**src/source/accel_defs.svh**
```systemverilog
`ifndef ACCEL_DEFS_SVH
`define ACCEL_DEFS_SVH

// bus and datapath widths
`define ACCEL_ADDR_W 16
`define ACCEL_DATA_W 32

// job length counter width
`define ACCEL_LEN_W 8

// entries in the pair and result fifos
`define ACCEL_FIFO_DEPTH 4

// cpu register map, word addresses
`define ACCEL_REG_RD_BASE 0
`define ACCEL_REG_WR_BASE 1
`define ACCEL_REG_LEN 2
`define ACCEL_REG_SCALE 3
`define ACCEL_REG_CTRL 4
`define ACCEL_REG_STATUS 5

// ctrl write bits
`define ACCEL_CTRL_RUN_BIT 0
`define ACCEL_CTRL_CLEAR_BIT 1

// status read bits
`define ACCEL_STATUS_DONE_BIT 0

`endif
```
**src/source/accel_pkg.sv**
```systemverilog
`include "accel_defs.svh"

package accel_pkg;

   // one element of the input vector, as fetched by the read unit
   typedef struct packed {
      logic [`ACCEL_DATA_W-1:0] bias;
      logic [`ACCEL_DATA_W-1:0] weight;
   } flow_pair_t;

   // finished result tagged with its write address
   typedef struct packed {
      logic [`ACCEL_ADDR_W-1:0] addr;
      logic [`ACCEL_DATA_W-1:0] data;
   } result_t;

   // cpu register select, low address bits only
   typedef enum logic [2:0] {
      REG_RD_BASE = `ACCEL_REG_RD_BASE,
      REG_WR_BASE = `ACCEL_REG_WR_BASE,
      REG_LEN     = `ACCEL_REG_LEN,
      REG_SCALE   = `ACCEL_REG_SCALE,
      REG_CTRL    = `ACCEL_REG_CTRL,
      REG_STATUS  = `ACCEL_REG_STATUS
   } reg_sel_e;

endpackage

```
**src/source/accel_top.sv**
```systemverilog
`include "accel_defs.svh"

module accel_top
   import accel_pkg::*;
(
   input  logic                       clk,
   input  logic                       rst,
   // cpu port
   input  logic                       valid,
   input  logic [`ACCEL_ADDR_W-1:0]   addr,
   input  logic                       wstrb,
   input  logic [`ACCEL_DATA_W-1:0]   wdata,
   output logic                       ready,
   output logic [`ACCEL_DATA_W-1:0]   rdata,
   // read databus
   output logic                       rd_valid,
   output logic [`ACCEL_ADDR_W-1:0]   rd_addr,
   input  logic                       rd_ready,
   input  logic [`ACCEL_DATA_W-1:0]   rd_rdata,
   // write databus
   output logic                       wr_valid,
   output logic [`ACCEL_ADDR_W-1:0]   wr_addr,
   output logic [`ACCEL_DATA_W-1:0]   wr_wdata,
   output logic [`ACCEL_DATA_W/8-1:0] wr_wstrb,
   input  logic                       wr_ready
);

   logic [`ACCEL_ADDR_W-1:0] rd_base;
   logic [`ACCEL_ADDR_W-1:0] wr_base;
   logic [`ACCEL_LEN_W-1:0]  len;
   logic [`ACCEL_DATA_W-1:0] scale;
   logic                     job_run;
   logic                     job_clear;
   logic                     job_done;

   // read unit to pair fifo
   logic                     push_valid;
   logic                     push_ready;
   flow_pair_t               push_data;

   // pair fifo to write unit
   logic                     pair_valid;
   logic                     pair_ready;
   flow_pair_t               pair_data;

   accel_regs u_accel_regs (
      .clk       (clk),
      .rst       (rst),
      .valid     (valid),
      .addr      (addr),
      .wstrb     (wstrb),
      .wdata     (wdata),
      .ready     (ready),
      .rdata     (rdata),
      .job_done  (job_done),
      .rd_base   (rd_base),
      .wr_base   (wr_base),
      .len       (len),
      .scale     (scale),
      .job_run   (job_run),
      .job_clear (job_clear)
   );

   vec_read_unit u_vec_read_unit (
      .clk        (clk),
      .rst        (rst),
      .job_run    (job_run),
      .job_clear  (job_clear),
      .rd_base    (rd_base),
      .len        (len),
      .rd_valid   (rd_valid),
      .rd_addr    (rd_addr),
      .pair_valid (push_valid),
      .pair_data  (push_data),
      .rd_ready   (rd_ready),
      .rd_rdata   (rd_rdata),
      .pair_space (push_ready)
   );

   stream_fifo #(
      .payload_t (flow_pair_t),
      .DEPTH     (`ACCEL_FIFO_DEPTH)
   ) u_pair_fifo (
      .clk       (clk),
      .rst       (rst),
      .flush     (job_clear),
      .in_valid  (push_valid),
      .in_ready  (push_ready),
      .in_data   (push_data),
      .out_valid (pair_valid),
      .out_ready (pair_ready),
      .out_data  (pair_data)
   );

   vec_write_unit u_vec_write_unit (
      .clk        (clk),
      .rst        (rst),
      .job_run    (job_run),
      .job_clear  (job_clear),
      .wr_base    (wr_base),
      .len        (len),
      .scale      (scale),
      .pair_valid (pair_valid),
      .pair_data  (pair_data),
      .pair_ready (pair_ready),
      .wr_valid   (wr_valid),
      .wr_addr    (wr_addr),
      .wr_wdata   (wr_wdata),
      .wr_wstrb   (wr_wstrb),
      .job_done   (job_done),
      .wr_ready   (wr_ready)
   );

endmodule

```
**src/source/vec_write_unit.sv**
```systemverilog
`include "accel_defs.svh"

module vec_write_unit
   import accel_pkg::*;
(
   input  logic                       clk,
   input  logic                       rst,
   input  logic                       job_run,
   input  logic                       job_clear,
   input  logic [`ACCEL_ADDR_W-1:0]   wr_base,
   input  logic [`ACCEL_LEN_W-1:0]    len,
   input  logic [`ACCEL_DATA_W-1:0]   scale,
   input  logic                       pair_valid,
   input  flow_pair_t                 pair_data,
   output logic                       pair_ready,
   output logic                       wr_valid,
   output logic [`ACCEL_ADDR_W-1:0]   wr_addr,
   output logic [`ACCEL_DATA_W-1:0]   wr_wdata,
   output logic [`ACCEL_DATA_W/8-1:0] wr_wstrb,
   output logic                       job_done,
   input  logic                       wr_ready
);

   logic [`ACCEL_DATA_W-1:0] mac;
   logic [`ACCEL_ADDR_W-1:0] tag_addr_r;
   logic [`ACCEL_LEN_W-1:0]  wr_cnt;
   logic                     busy_r;
   result_t                  res_in;
   result_t                  res_out;
   logic                     res_in_ready;
   logic                     res_valid;
   logic                     pop;
   logic                     wr_fire;
   logic                     last_write;
   logic                     zero_job;

   // bias + weight * scale, kept to the data width
   assign mac = pair_data.bias + pair_data.weight * scale;

   assign res_in = '{addr: tag_addr_r, data: mac};

   // a full result fifo stalls the pair stream
   assign pair_ready = res_in_ready;
   assign pop        = pair_valid & pair_ready;

   stream_fifo #(
      .payload_t (result_t),
      .DEPTH     (`ACCEL_FIFO_DEPTH)
   ) u_res_fifo (
      .clk       (clk),
      .rst       (rst),
      .flush     (job_clear),
      .in_valid  (pair_valid),
      .in_ready  (res_in_ready),
      .in_data   (res_in),
      .out_valid (res_valid),
      .out_ready (wr_ready),
      .out_data  (res_out)
   );

   // write databus straight off the fifo head
   assign wr_valid = res_valid;
   assign wr_addr  = res_out.addr;
   assign wr_wdata = res_out.data;
   assign wr_wstrb = '1;
   assign wr_fire  = wr_valid & wr_ready;

   // completion, either the final accepted write or an empty job
   assign last_write = busy_r & wr_fire & (wr_cnt == len - 1'b1);
   assign zero_job   = job_run & (len == '0);
   assign job_done   = last_write | zero_job;

   always_ff @(posedge clk or posedge rst) begin
      if (rst) begin
         tag_addr_r <= '0;
         wr_cnt     <= '0;
         busy_r     <= 1'b0;
      end else if (job_clear) begin
         tag_addr_r <= '0;
         wr_cnt     <= '0;
         busy_r     <= 1'b0;
      end else if (job_run) begin
         tag_addr_r <= wr_base;
         wr_cnt     <= '0;
         busy_r     <= (len != '0);
      end else begin
         // next address goes to the next popped pair
         if (pop) begin
            tag_addr_r <= tag_addr_r + 1'b1;
         end
         if (wr_fire) begin
            wr_cnt <= wr_cnt + 1'b1;
         end
         if (last_write) begin
            busy_r <= 1'b0;
         end
      end
   end

endmodule

```
**src/source/vec_read_unit.sv**
```systemverilog
`include "accel_defs.svh"

module vec_read_unit
   import accel_pkg::*;
(
   input  logic                     clk,
   input  logic                     rst,
   input  logic                     job_run,
   input  logic                     job_clear,
   input  logic [`ACCEL_ADDR_W-1:0] rd_base,
   input  logic [`ACCEL_LEN_W-1:0]  len,
   output logic                     rd_valid,
   output logic [`ACCEL_ADDR_W-1:0] rd_addr,
   output logic                     pair_valid,
   output flow_pair_t               pair_data,
   input  logic                     rd_ready,
   input  logic [`ACCEL_DATA_W-1:0] rd_rdata,
   input  logic                     pair_space
);

   typedef enum logic [1:0] {
      RD_IDLE,
      RD_BIAS,
      RD_WEIGHT,
      RD_PUSH
   } rd_state_e;

   rd_state_e                state;
   logic [`ACCEL_ADDR_W-1:0] addr_r;
   logic [`ACCEL_LEN_W-1:0]  pair_cnt;
   flow_pair_t               pair_r;
   logic                     fire;

   // bias fetch waits for fifo space, which only pops can add to
   assign rd_valid = ((state == RD_BIAS) & pair_space) | (state == RD_WEIGHT);
   assign rd_addr  = addr_r;
   assign fire     = rd_valid & rd_ready;

   // one push per completed pair
   assign pair_valid = (state == RD_PUSH);
   assign pair_data  = pair_r;

   always_ff @(posedge clk or posedge rst) begin
      if (rst) begin
         state    <= RD_IDLE;
         addr_r   <= '0;
         pair_cnt <= '0;
      end else if (job_clear) begin
         state    <= RD_IDLE;
         addr_r   <= '0;
         pair_cnt <= '0;
      end else if (job_run) begin
         addr_r   <= rd_base;
         pair_cnt <= '0;
         state    <= (len == '0) ? RD_IDLE : RD_BIAS;
      end else begin
         case (state)
            RD_BIAS: begin
               if (fire) begin
                  addr_r <= addr_r + 1'b1;
                  state  <= RD_WEIGHT;
               end
            end
            RD_WEIGHT: begin
               if (fire) begin
                  addr_r <= addr_r + 1'b1;
                  state  <= RD_PUSH;
               end
            end
            RD_PUSH: begin
               pair_cnt <= pair_cnt + 1'b1;
               // last pair ends the fetch loop
               if (pair_cnt == len - 1'b1) begin
                  state <= RD_IDLE;
               end else begin
                  state <= RD_BIAS;
               end
            end
            default: state <= RD_IDLE;
         endcase
      end
   end

   // bias held until its weight arrives
   always_ff @(posedge clk) begin
      if (fire) begin
         if (state == RD_BIAS) begin
            pair_r.bias <= rd_rdata;
         end else begin
            pair_r.weight <= rd_rdata;
         end
      end
   end

endmodule

```
**src/source/accel_regs.sv**
```systemverilog
`include "accel_defs.svh"

module accel_regs
   import accel_pkg::*;
(
   input  logic                     clk,
   input  logic                     rst,
   input  logic                     valid,
   input  logic [`ACCEL_ADDR_W-1:0] addr,
   input  logic                     wstrb,
   input  logic [`ACCEL_DATA_W-1:0] wdata,
   output logic                     ready,
   output logic [`ACCEL_DATA_W-1:0] rdata,
   input  logic                     job_done,
   output logic [`ACCEL_ADDR_W-1:0] rd_base,
   output logic [`ACCEL_ADDR_W-1:0] wr_base,
   output logic [`ACCEL_LEN_W-1:0]  len,
   output logic [`ACCEL_DATA_W-1:0] scale,
   output logic                     job_run,
   output logic                     job_clear
);

   reg_sel_e sel;
   logic     addr_hit;
   logic     wr_en;
   logic     run_req_r;
   logic     run_req_d;
   logic     done_r;

   // only the first eight words decode
   assign sel      = reg_sel_e'(addr[2:0]);
   assign addr_hit = (addr[`ACCEL_ADDR_W-1:3] == '0);
   assign wr_en    = valid & wstrb & addr_hit;

   // no back-pressure toward the cpu
   assign ready = 1'b1;

   always_ff @(posedge clk or posedge rst) begin
      if (rst) begin
         rd_base <= '0;
         wr_base <= '0;
         len     <= '0;
         scale   <= '0;
      end else if (wr_en) begin
         case (sel)
            REG_RD_BASE: rd_base <= wdata[`ACCEL_ADDR_W-1:0];
            REG_WR_BASE: wr_base <= wdata[`ACCEL_ADDR_W-1:0];
            REG_LEN:     len     <= wdata[`ACCEL_LEN_W-1:0];
            REG_SCALE:   scale   <= wdata;
            default: ;
         endcase
      end
   end

   // run request, then edge detect for a single cycle pulse
   always_ff @(posedge clk or posedge rst) begin
      if (rst) begin
         run_req_r <= 1'b0;
         run_req_d <= 1'b0;
      end else begin
         run_req_r <= wr_en & (sel == REG_CTRL) & wdata[`ACCEL_CTRL_RUN_BIT];
         run_req_d <= run_req_r;
      end
   end

   assign job_run   = run_req_r & ~run_req_d;
   assign job_clear = wr_en & (sel == REG_CTRL) & wdata[`ACCEL_CTRL_CLEAR_BIT];

   // sticky done, clear wins over a completing job
   always_ff @(posedge clk or posedge rst) begin
      if (rst) begin
         done_r <= 1'b0;
      end else if (job_clear) begin
         done_r <= 1'b0;
      end else if (job_done) begin
         done_r <= 1'b1;
      end else if (job_run) begin
         done_r <= 1'b0;
      end
   end

   // readback mux
   always_comb begin
      rdata = '0;
      if (addr_hit) begin
         case (sel)
            REG_RD_BASE: rdata[`ACCEL_ADDR_W-1:0] = rd_base;
            REG_WR_BASE: rdata[`ACCEL_ADDR_W-1:0] = wr_base;
            REG_LEN:     rdata[`ACCEL_LEN_W-1:0]  = len;
            REG_SCALE:   rdata = scale;
            // hide the old done while the run pulse is in flight
            REG_STATUS:  rdata[`ACCEL_STATUS_DONE_BIT] = done_r & ~job_run;
            default:     rdata = '0;
         endcase
      end
   end

endmodule

```
**src/source/stream_fifo.sv**
```systemverilog
`include "accel_defs.svh"

module stream_fifo
   import accel_pkg::*;
#(
   parameter type payload_t = flow_pair_t,
   parameter int  DEPTH     = `ACCEL_FIFO_DEPTH
) (
   input  logic     clk,
   input  logic     rst,
   input  logic     flush,
   input  logic     in_valid,
   output logic     in_ready,
   input  payload_t in_data,
   output logic     out_valid,
   input  logic     out_ready,
   output payload_t out_data
);

   localparam int PTR_W = (DEPTH > 1) ? $clog2(DEPTH) : 1;
   localparam int CNT_W = $clog2(DEPTH + 1);

   payload_t         mem [DEPTH];
   logic [PTR_W-1:0] wr_ptr;
   logic [PTR_W-1:0] rd_ptr;
   logic [CNT_W-1:0] count;
   logic             push;
   logic             pop;

   function automatic logic [PTR_W-1:0] ptr_inc(input logic [PTR_W-1:0] p);
      if (p == PTR_W'(DEPTH - 1)) begin
         return '0;
      end
      return p + 1'b1;
   endfunction

   assign in_ready  = (count != CNT_W'(DEPTH));
   assign out_valid = (count != '0);
   assign out_data  = mem[rd_ptr];
   assign push      = in_valid & in_ready;
   assign pop       = out_valid & out_ready;

   always_ff @(posedge clk or posedge rst) begin
      if (rst) begin
         wr_ptr <= '0;
         rd_ptr <= '0;
         count  <= '0;
      end else if (flush) begin
         wr_ptr <= '0;
         rd_ptr <= '0;
         count  <= '0;
      end else begin
         if (push) wr_ptr <= ptr_inc(wr_ptr);
         if (pop)  rd_ptr <= ptr_inc(rd_ptr);
         // push and pop together leave the count alone
         case ({push, pop})
            2'b10:   count <= count + 1'b1;
            2'b01:   count <= count - 1'b1;
            default: count <= count;
         endcase
      end
   end

   always_ff @(posedge clk) begin
      if (push) mem[wr_ptr] <= in_data;
   end

endmodule

```
**config.mk**
```make
export PLATFORM = sky130hd
export DESIGN_NAME = accel_top
export DESIGN_NICKNAME = d
export VERILOG_FILES = /design/src/source/accel_pkg.sv /design/src/source/accel_top.sv /design/src/source/vec_write_unit.sv /design/src/source/vec_read_unit.sv /design/src/source/accel_regs.sv /design/src/source/stream_fifo.sv
export VERILOG_INCLUDE_DIRS = /design/src /design/src/source
export SDC_FILE = /design/constraint.sdc
export NUM_CORES = 2
export LEC_CHECK = 0
export BUFFER_PORTS_ARGS = -buffer_cell sky130_fd_sc_hd__buf_2
export CAP_MARGIN = 0
export CORE_MARGIN = 5
export CORE_UTILIZATION = 60
export DETAILED_ROUTE_END_ITERATION = 6
export PLACE_DENSITY = 0.78
export RECOVER_POWER = 100
export SLEW_MARGIN = 20
export SYNTH_ARGS = -nofsm -noshare
export SYNTH_HDL_FRONTEND = slang
export SYNTH_SLANG_ARGS = --single-unit
```
**constraint.sdc**
```tcl
create_clock -name clk -period 22.5 [get_ports clk]
set_clock_uncertainty 0.15 [all_clocks]
set_input_delay 1.125 -clock clk [delete_from_list [all_inputs] [get_ports clk]]
set_output_delay 1.125 -clock clk [all_outputs]
set_load 0.05 [all_outputs]
```
Word level (Yosys, flattened, before mapping)
Memory sizes are Yosys's and may differ from the RTL's.
Cells that the tools add are included.
Cells by class
  add/subtract/negate cells: 14
  multipliers: 1
  eq/ne operators: 22
  muxes and demuxes: 67
  bitwise logic cells: 20
  reductions and logical operators: 27
Operators with widths (number)
  $mux 16: 8
  $mux 8: 6
  $mux 2: 20
  $reduce_bool 3->1: 11
  $add 16x1->16 const B: 2
  $add 32x32->32: 1
  $mul 32x32->32: 1
  $mux 32: 1
  $pmux 7 s4: 1
  $mux 1: 24
  $pmux 8 s3: 1
  $add 8x1->8 const B: 2
  $eq 2x2->1 const B: 8
  $eq 8x8->1: 2
  $reduce_and 2->1: 8
  $and 1x1->1: 15
  $logic_not 13->1: 1
  $pmux 3 s2: 2
  $add 2x1->2 const B: 4
  $logic_not 8->1: 1
  $ne 4x3->1 const B: 2
  $reduce_bool 8->1: 1
  $sub 8x1->8 const B: 1
  $add 3x1->3 const B: 2
  14 further kinds: 26
Word-level totals
  register bits: 204
  bits in writable memories: 448
  output and inout port bits: 103
  word-level logic and storage cells: 174
  memories kept: 2
Memories
  u_pair_fifo.mem: words 4, bits a word 64, read ports 1, clocked after memory_dff 0, write ports 1, RTL line stream_fifo.sv:23  | payload_t mem [DEPTH];
  u_vec_write_unit.u_res_fifo.mem: words 4, bits a word 48, read ports 1, clocked after memory_dff 0, write ports 1, RTL line stream_fifo.sv:23

Logic depth before layout (Yosys ltp)
  depth in word-level cells: 8
  mapped depth: 31

Modules after synthesis
Synthesis repeated with hierarchy kept, for this count alone.
Second synthesis, totals
  cell total of the unflattened synthesis: 3347
  area, all modules: 43163.9 sq um
Modules (own cells, without submodules)
  vec_write_unit: instances 1, cells each 2087, area an instance 18443.9 sq um
  stream_fifo (u_pair_fifo): instances 1, cells each 397, area an instance 9794.4 sq um
  stream_fifo (u_vec_write_unit.u_res_fifo): instances 1, cells each 315, area an instance 7474.7 sq um
  vec_read_unit: instances 1, cells each 280, area an instance 3920.0 sq um
  accel_regs: instances 1, cells each 268, area an instance 3530.9 sq um

Least setup slack after synthesis
No wires, ideal clock.
  path type: register to register
  start: reg u_pair_fifo.rd_ptr[1]
  end: mem u_vec_write_unit.u_res_fifo.mem[0][29] in the netlist's numbering (data pin)
  library setup time: 272 ps
  arrival time: 7770 ps
  data required time: 22078 ps
  setup slack: 14308 ps
  stages on the path, launching flop included: 30
  clock period less this slack: 8192 ps
  cell sequence: dfrtp_1 buf_2 buf_2 buf_2 clkbuf_1 mux4_2 inv_1 fa_1 inv_1 fa_1 fa_1 inv_1 fa_1 inv_1 fa_1 inv_1 fa_1 inv_1 fa_1 inv_1 fa_1 inv_1 ha_1 a21o_1 a21o_1 a21oi_1 o211ai_1 a311oi_1 o21bai_1 o311ai_0
On the way
  word-level cells in the longest chain between the ends: 3
Ends and longest elaborated chain
  start: declaration: RTL line stream_fifo.sv:25  | logic [PTR_W-1:0] rd_ptr;
  start signal: assignment: RTL line stream_fifo.sv:54  | if (pop) rd_ptr <= ptr_inc(rd_ptr);
  $mem_v2 4x64 *
  $mul 32x32->32: RTL line vec_write_unit.sv:38  | assign mac = pair_data.bias + pair_data.weight * scale;
  $add 32x32->32 *: RTL line vec_write_unit.sv:38
  net u_vec_write_unit.mac[29]: RTL line vec_write_unit.sv:24  | logic [`ACCEL_DATA_W-1:0] mac;
  end: declaration: RTL line stream_fifo.sv:23
Mark *: on every way through the listed nets, which the timed path passes. The rest lies on a longest branch.

Worst setup path in the final report
  start: reg u_pair_fifo.rd_ptr[0]
  end: mem u_vec_write_unit.u_res_fifo.mem[3][29] in the netlist's numbering (data pin)
The elaborated chain is that of the path after synthesis.

==> out/results.tsv <==
stage	metric	value	unit
cells_and_area	drive_above_1_share	11.3	%
clock_network	cts_hold_buf	0	
drt	vias	24700	
synthesis	netlist_area	42300	µm²
grt	grt-ovfl-total	0	
timing	period_share	54.2	%
pwr	power.density	107	nW/µm²
drt	antenna_left	0	
pwr	power_frac_comb	38.2	%
synthesis	syn_area_per_cell	13.0	µm²
timing	drv_slew	905	
cells_and_area	final_cell_mix	inv_1, edfxtp_1, fa_1, nand2_1, and2_1	
setup_path	path_max_fanout	35	
setup_path	cp-end-kind	flop	
clock_network	clk_pin_slew	0.06	ns
pwr	power.leakage	19.1	nW
clock_network	cts_buffers	67	
hold_path	min_path_type	flop to flop	
timing	finalSetupViolations	0	
clock_network	cts_resized	0	
outcome	violations	capacitance limit, slew limit	
floorplanning	initial_core_util	60.4	%
clock_network	cts_max_path_buffers	3	
drt	drt_iter0_drc	1943	
floorplanning	rows	97	
timing	worstMarginPinSlew	4.28	ns
clock_network	clkSinkCount	652	
setup_path	critPathBufInv	8	
pwr	peakVddDrop	0.0975	mV
cells_and_area	final_common_cell	inv_1	
setup_path	max_stage_delay	2.14	ns
setup_path	cp.arrival	12.37	ns
clock_network	worstSkewPairLatency	0.63	ns
place	gp_congestion	0.886	
floorplanning	core_area	69900	µm²
timing	hold_violations	0	
cells_and_area	seq_area	18900	µm²
outcome	outcome	complete, but fails checks	
floorplanning	die_h	275	µm
pwr	fin_total_pwr	4.92	mW
grt	gr-usage-all-layers	25.4	%
pwr	p_int	2.99	mW
pwr	p_sw_share	39.4	%
synthesis	synth_cell_types	64	
cells_and_area	area_delta_synth_final	8.74	%
grt	grt_pass1_wl	149	mm
clock_network	clockRootBuffer	clkbuf_16	
job	max_cap_violations	19	
grt	first_global_vias	26100	
setup_path	critPathLaunchType	flop	
synthesis	ys_seq_area_share	44.7	%
timing	final.setup.worst_slack	10.31	ns
grt	grt_max_degree	76	
synthesis	netlist_instances	3254	
synthesis	ys_ff_latch	652	
setup_path	cp.required	22.68	ns
floorplanning	die_width	275	µm
cells_and_area	fill_cells	5085	
clock_network	postCtsSetupRepairBufs	0	
place	place_ws	12.80	ns
synthesis	ys.flop_type	edfxtp_1	
grt	antenna_found_initial	3	
drt	drc	0	
floorplanning	die_area	75800	µm²
drt	first_pass_iters	5	
setup_path	worst-setup-path-type	flop to flop	
cells_and_area	multi_input_area	20700	µm²
pwr	seqPwrFrac	39.4	%
setup_path	critical_path.top_delay_family	adder cells	
drt	wl	92.8	mm
synthesis	async_reset_ff_share	21.5	%
floorplanning	ios	189	
timing	maxSlewHeadroom	-185	%
timing	rsz0062_at_grt	no	
drt	vias_per_cell	5.63	
clock_network	cts_max_level	3	
cells_and_area	insertedDiodeCount	0	
cells_and_area	instances_no_fill	4379	
drt	wl_per_cell	21.2	µm
timing	min_period	12.19	ns
timing	setup_tns	0	ns
pwr	power_switching	1.94	mW
timing	holdWs	0.254	ns
clock_network	cts_tree	built	
setup_path	cpMostUsedCell	fa_1	
synthesis	yosys_warnings	0	
place	hpwl	65.7	mm
cells_and_area	final_nets	4053	
place	dp_cells	4255	
place	portBuffers	183	
timing	timing.fmax	82.1	MHz
pwr	clockPowerShare	22.4	%
setup_path	slowest_stage	clkbuf_1	
synthesis	synth_edf_count	512	
-- power groups by stage --
stage	clock (mW)	combinational [mW]	sequential, mW
detailed placement	0	1.90	1.93
floorplan	0	1.40	1.88
finish	1.11	1.88	1.94
global placement	0	1.86	1.91
global route	1.18	2.05	1.97
CTS	1.13	1.91	1.91
-- path summary, 6_finish.rpt --
check / depth (start not counted) / slack (ns) / from / end
worst max-delay path: 26 / 10.31 / u_pair_fifo.rd_ptr[0]$_DFFE_PP0P_ / u_vec_write_unit.u_res_fifo.mem[3][29]$_DFFE_PP_
worst min-delay path: 0 / 0.25 / u_accel_regs.run_req_r$_DFF_PP0_ / u_accel_regs.run_req_d$_DFF_PP0_
worst max register to register: 26 / 10.31 / u_pair_fifo.rd_ptr[0]$_DFFE_PP0P_ / u_vec_write_unit.u_res_fifo.mem[3][29]$_DFFE_PP_
worst min register to register: 0 / 0.25 / u_accel_regs.run_req_r$_DFF_PP0_ / u_accel_regs.run_req_d$_DFF_PP0_
max in group asynchronous: 3 / 15.42 / rst / u_vec_write_unit.u_res_fifo.rd_ptr[0]$_DFFE_PP0P_
min in group asynchronous: 2 / 1.16 / rst / u_vec_read_unit.pair_cnt[3]$_DFFE_PP0P_
-- through the flow --
step,utilization (%),area [µm²]
after CTS,66.1,46200
after global routing,65.7,45900
after floorplan,-,42300
after detailed placement,62.9,44000
after global placement,62.9,44000
final,65.7,45900
-- routing by layer --
layer  global-route usage (%)  part of all wire [%]  up-vias
met3                     4.73                   6.9      173
li1                         -                     -    10900
met4                     7.20                   3.1        4
met5                        0                 0.025        -
met1                     36.0                    41    12700
met2                     41.2                    49      890
-- synthesized netlist by cell type (all sizes together) (11+ instances only) --
cell type	number	area, µm²
a21oi	39	195
nor3	17	85.1
xnor2	103	925
a211oi	33	248
clkbuf	124	465
nand3	16	80.1
a21o	11	82.6
nor2	103	387
nand4	19	119
inv	534	2000
mux2	68	766
fa	440	8810
nor2b	24	150
xor2	46	418
buf	35	206
and3	11	68.8
nand2	302	1140
and2	310	1940
ha	142	1780
o21ai	24	120
edfxtp	512	15400
mux4	120	2720
dfrtp	140	3500
-- sequential cells by signal (all words and copies together) (netlist names), 16 cells and up --
register	flops
u_vec_read_unit.rd_addr	16
u_vec_read_unit.pair_data	64
u_accel_regs.scale	32
u_pair_fifo.mem	256
u_accel_regs.rd_base	16
u_vec_write_unit.u_res_fifo.mem	192
u_accel_regs.wr_base	16
u_vec_write_unit.tag_addr_r	16
-- layout make-up --
| cell class | count | share of cell area, % |
|---|---|---|
| Clock buffer | 86 | 3.96 |
| Clock inverter | 37 | 0.820 |
| Inverter | 534 | 4.37 |
| Multi-Input combinational cell | 1913 | 45.1 |
| Sequential cell | 652 | 41.1 |
| Tap cell | 940 | 2.56 |
| Timing Repair Buffer | 217 | 2.07 |
-- kinds of logic (layout without fill, tap and decap cells) --
family	after synthesis	count (layout)	synth area share [%]
fa+ha+maj	582	582	25.1
flops	652	652	44.7
simple gates	833	833	9.91
compound gates	144	144	2.24
other cells	1	5	0.00888
buf+inv	693	874	6.33
xor+xnor	151	151	3.28
mux	198	198	8.49
(Power assumes the default switching activity.)
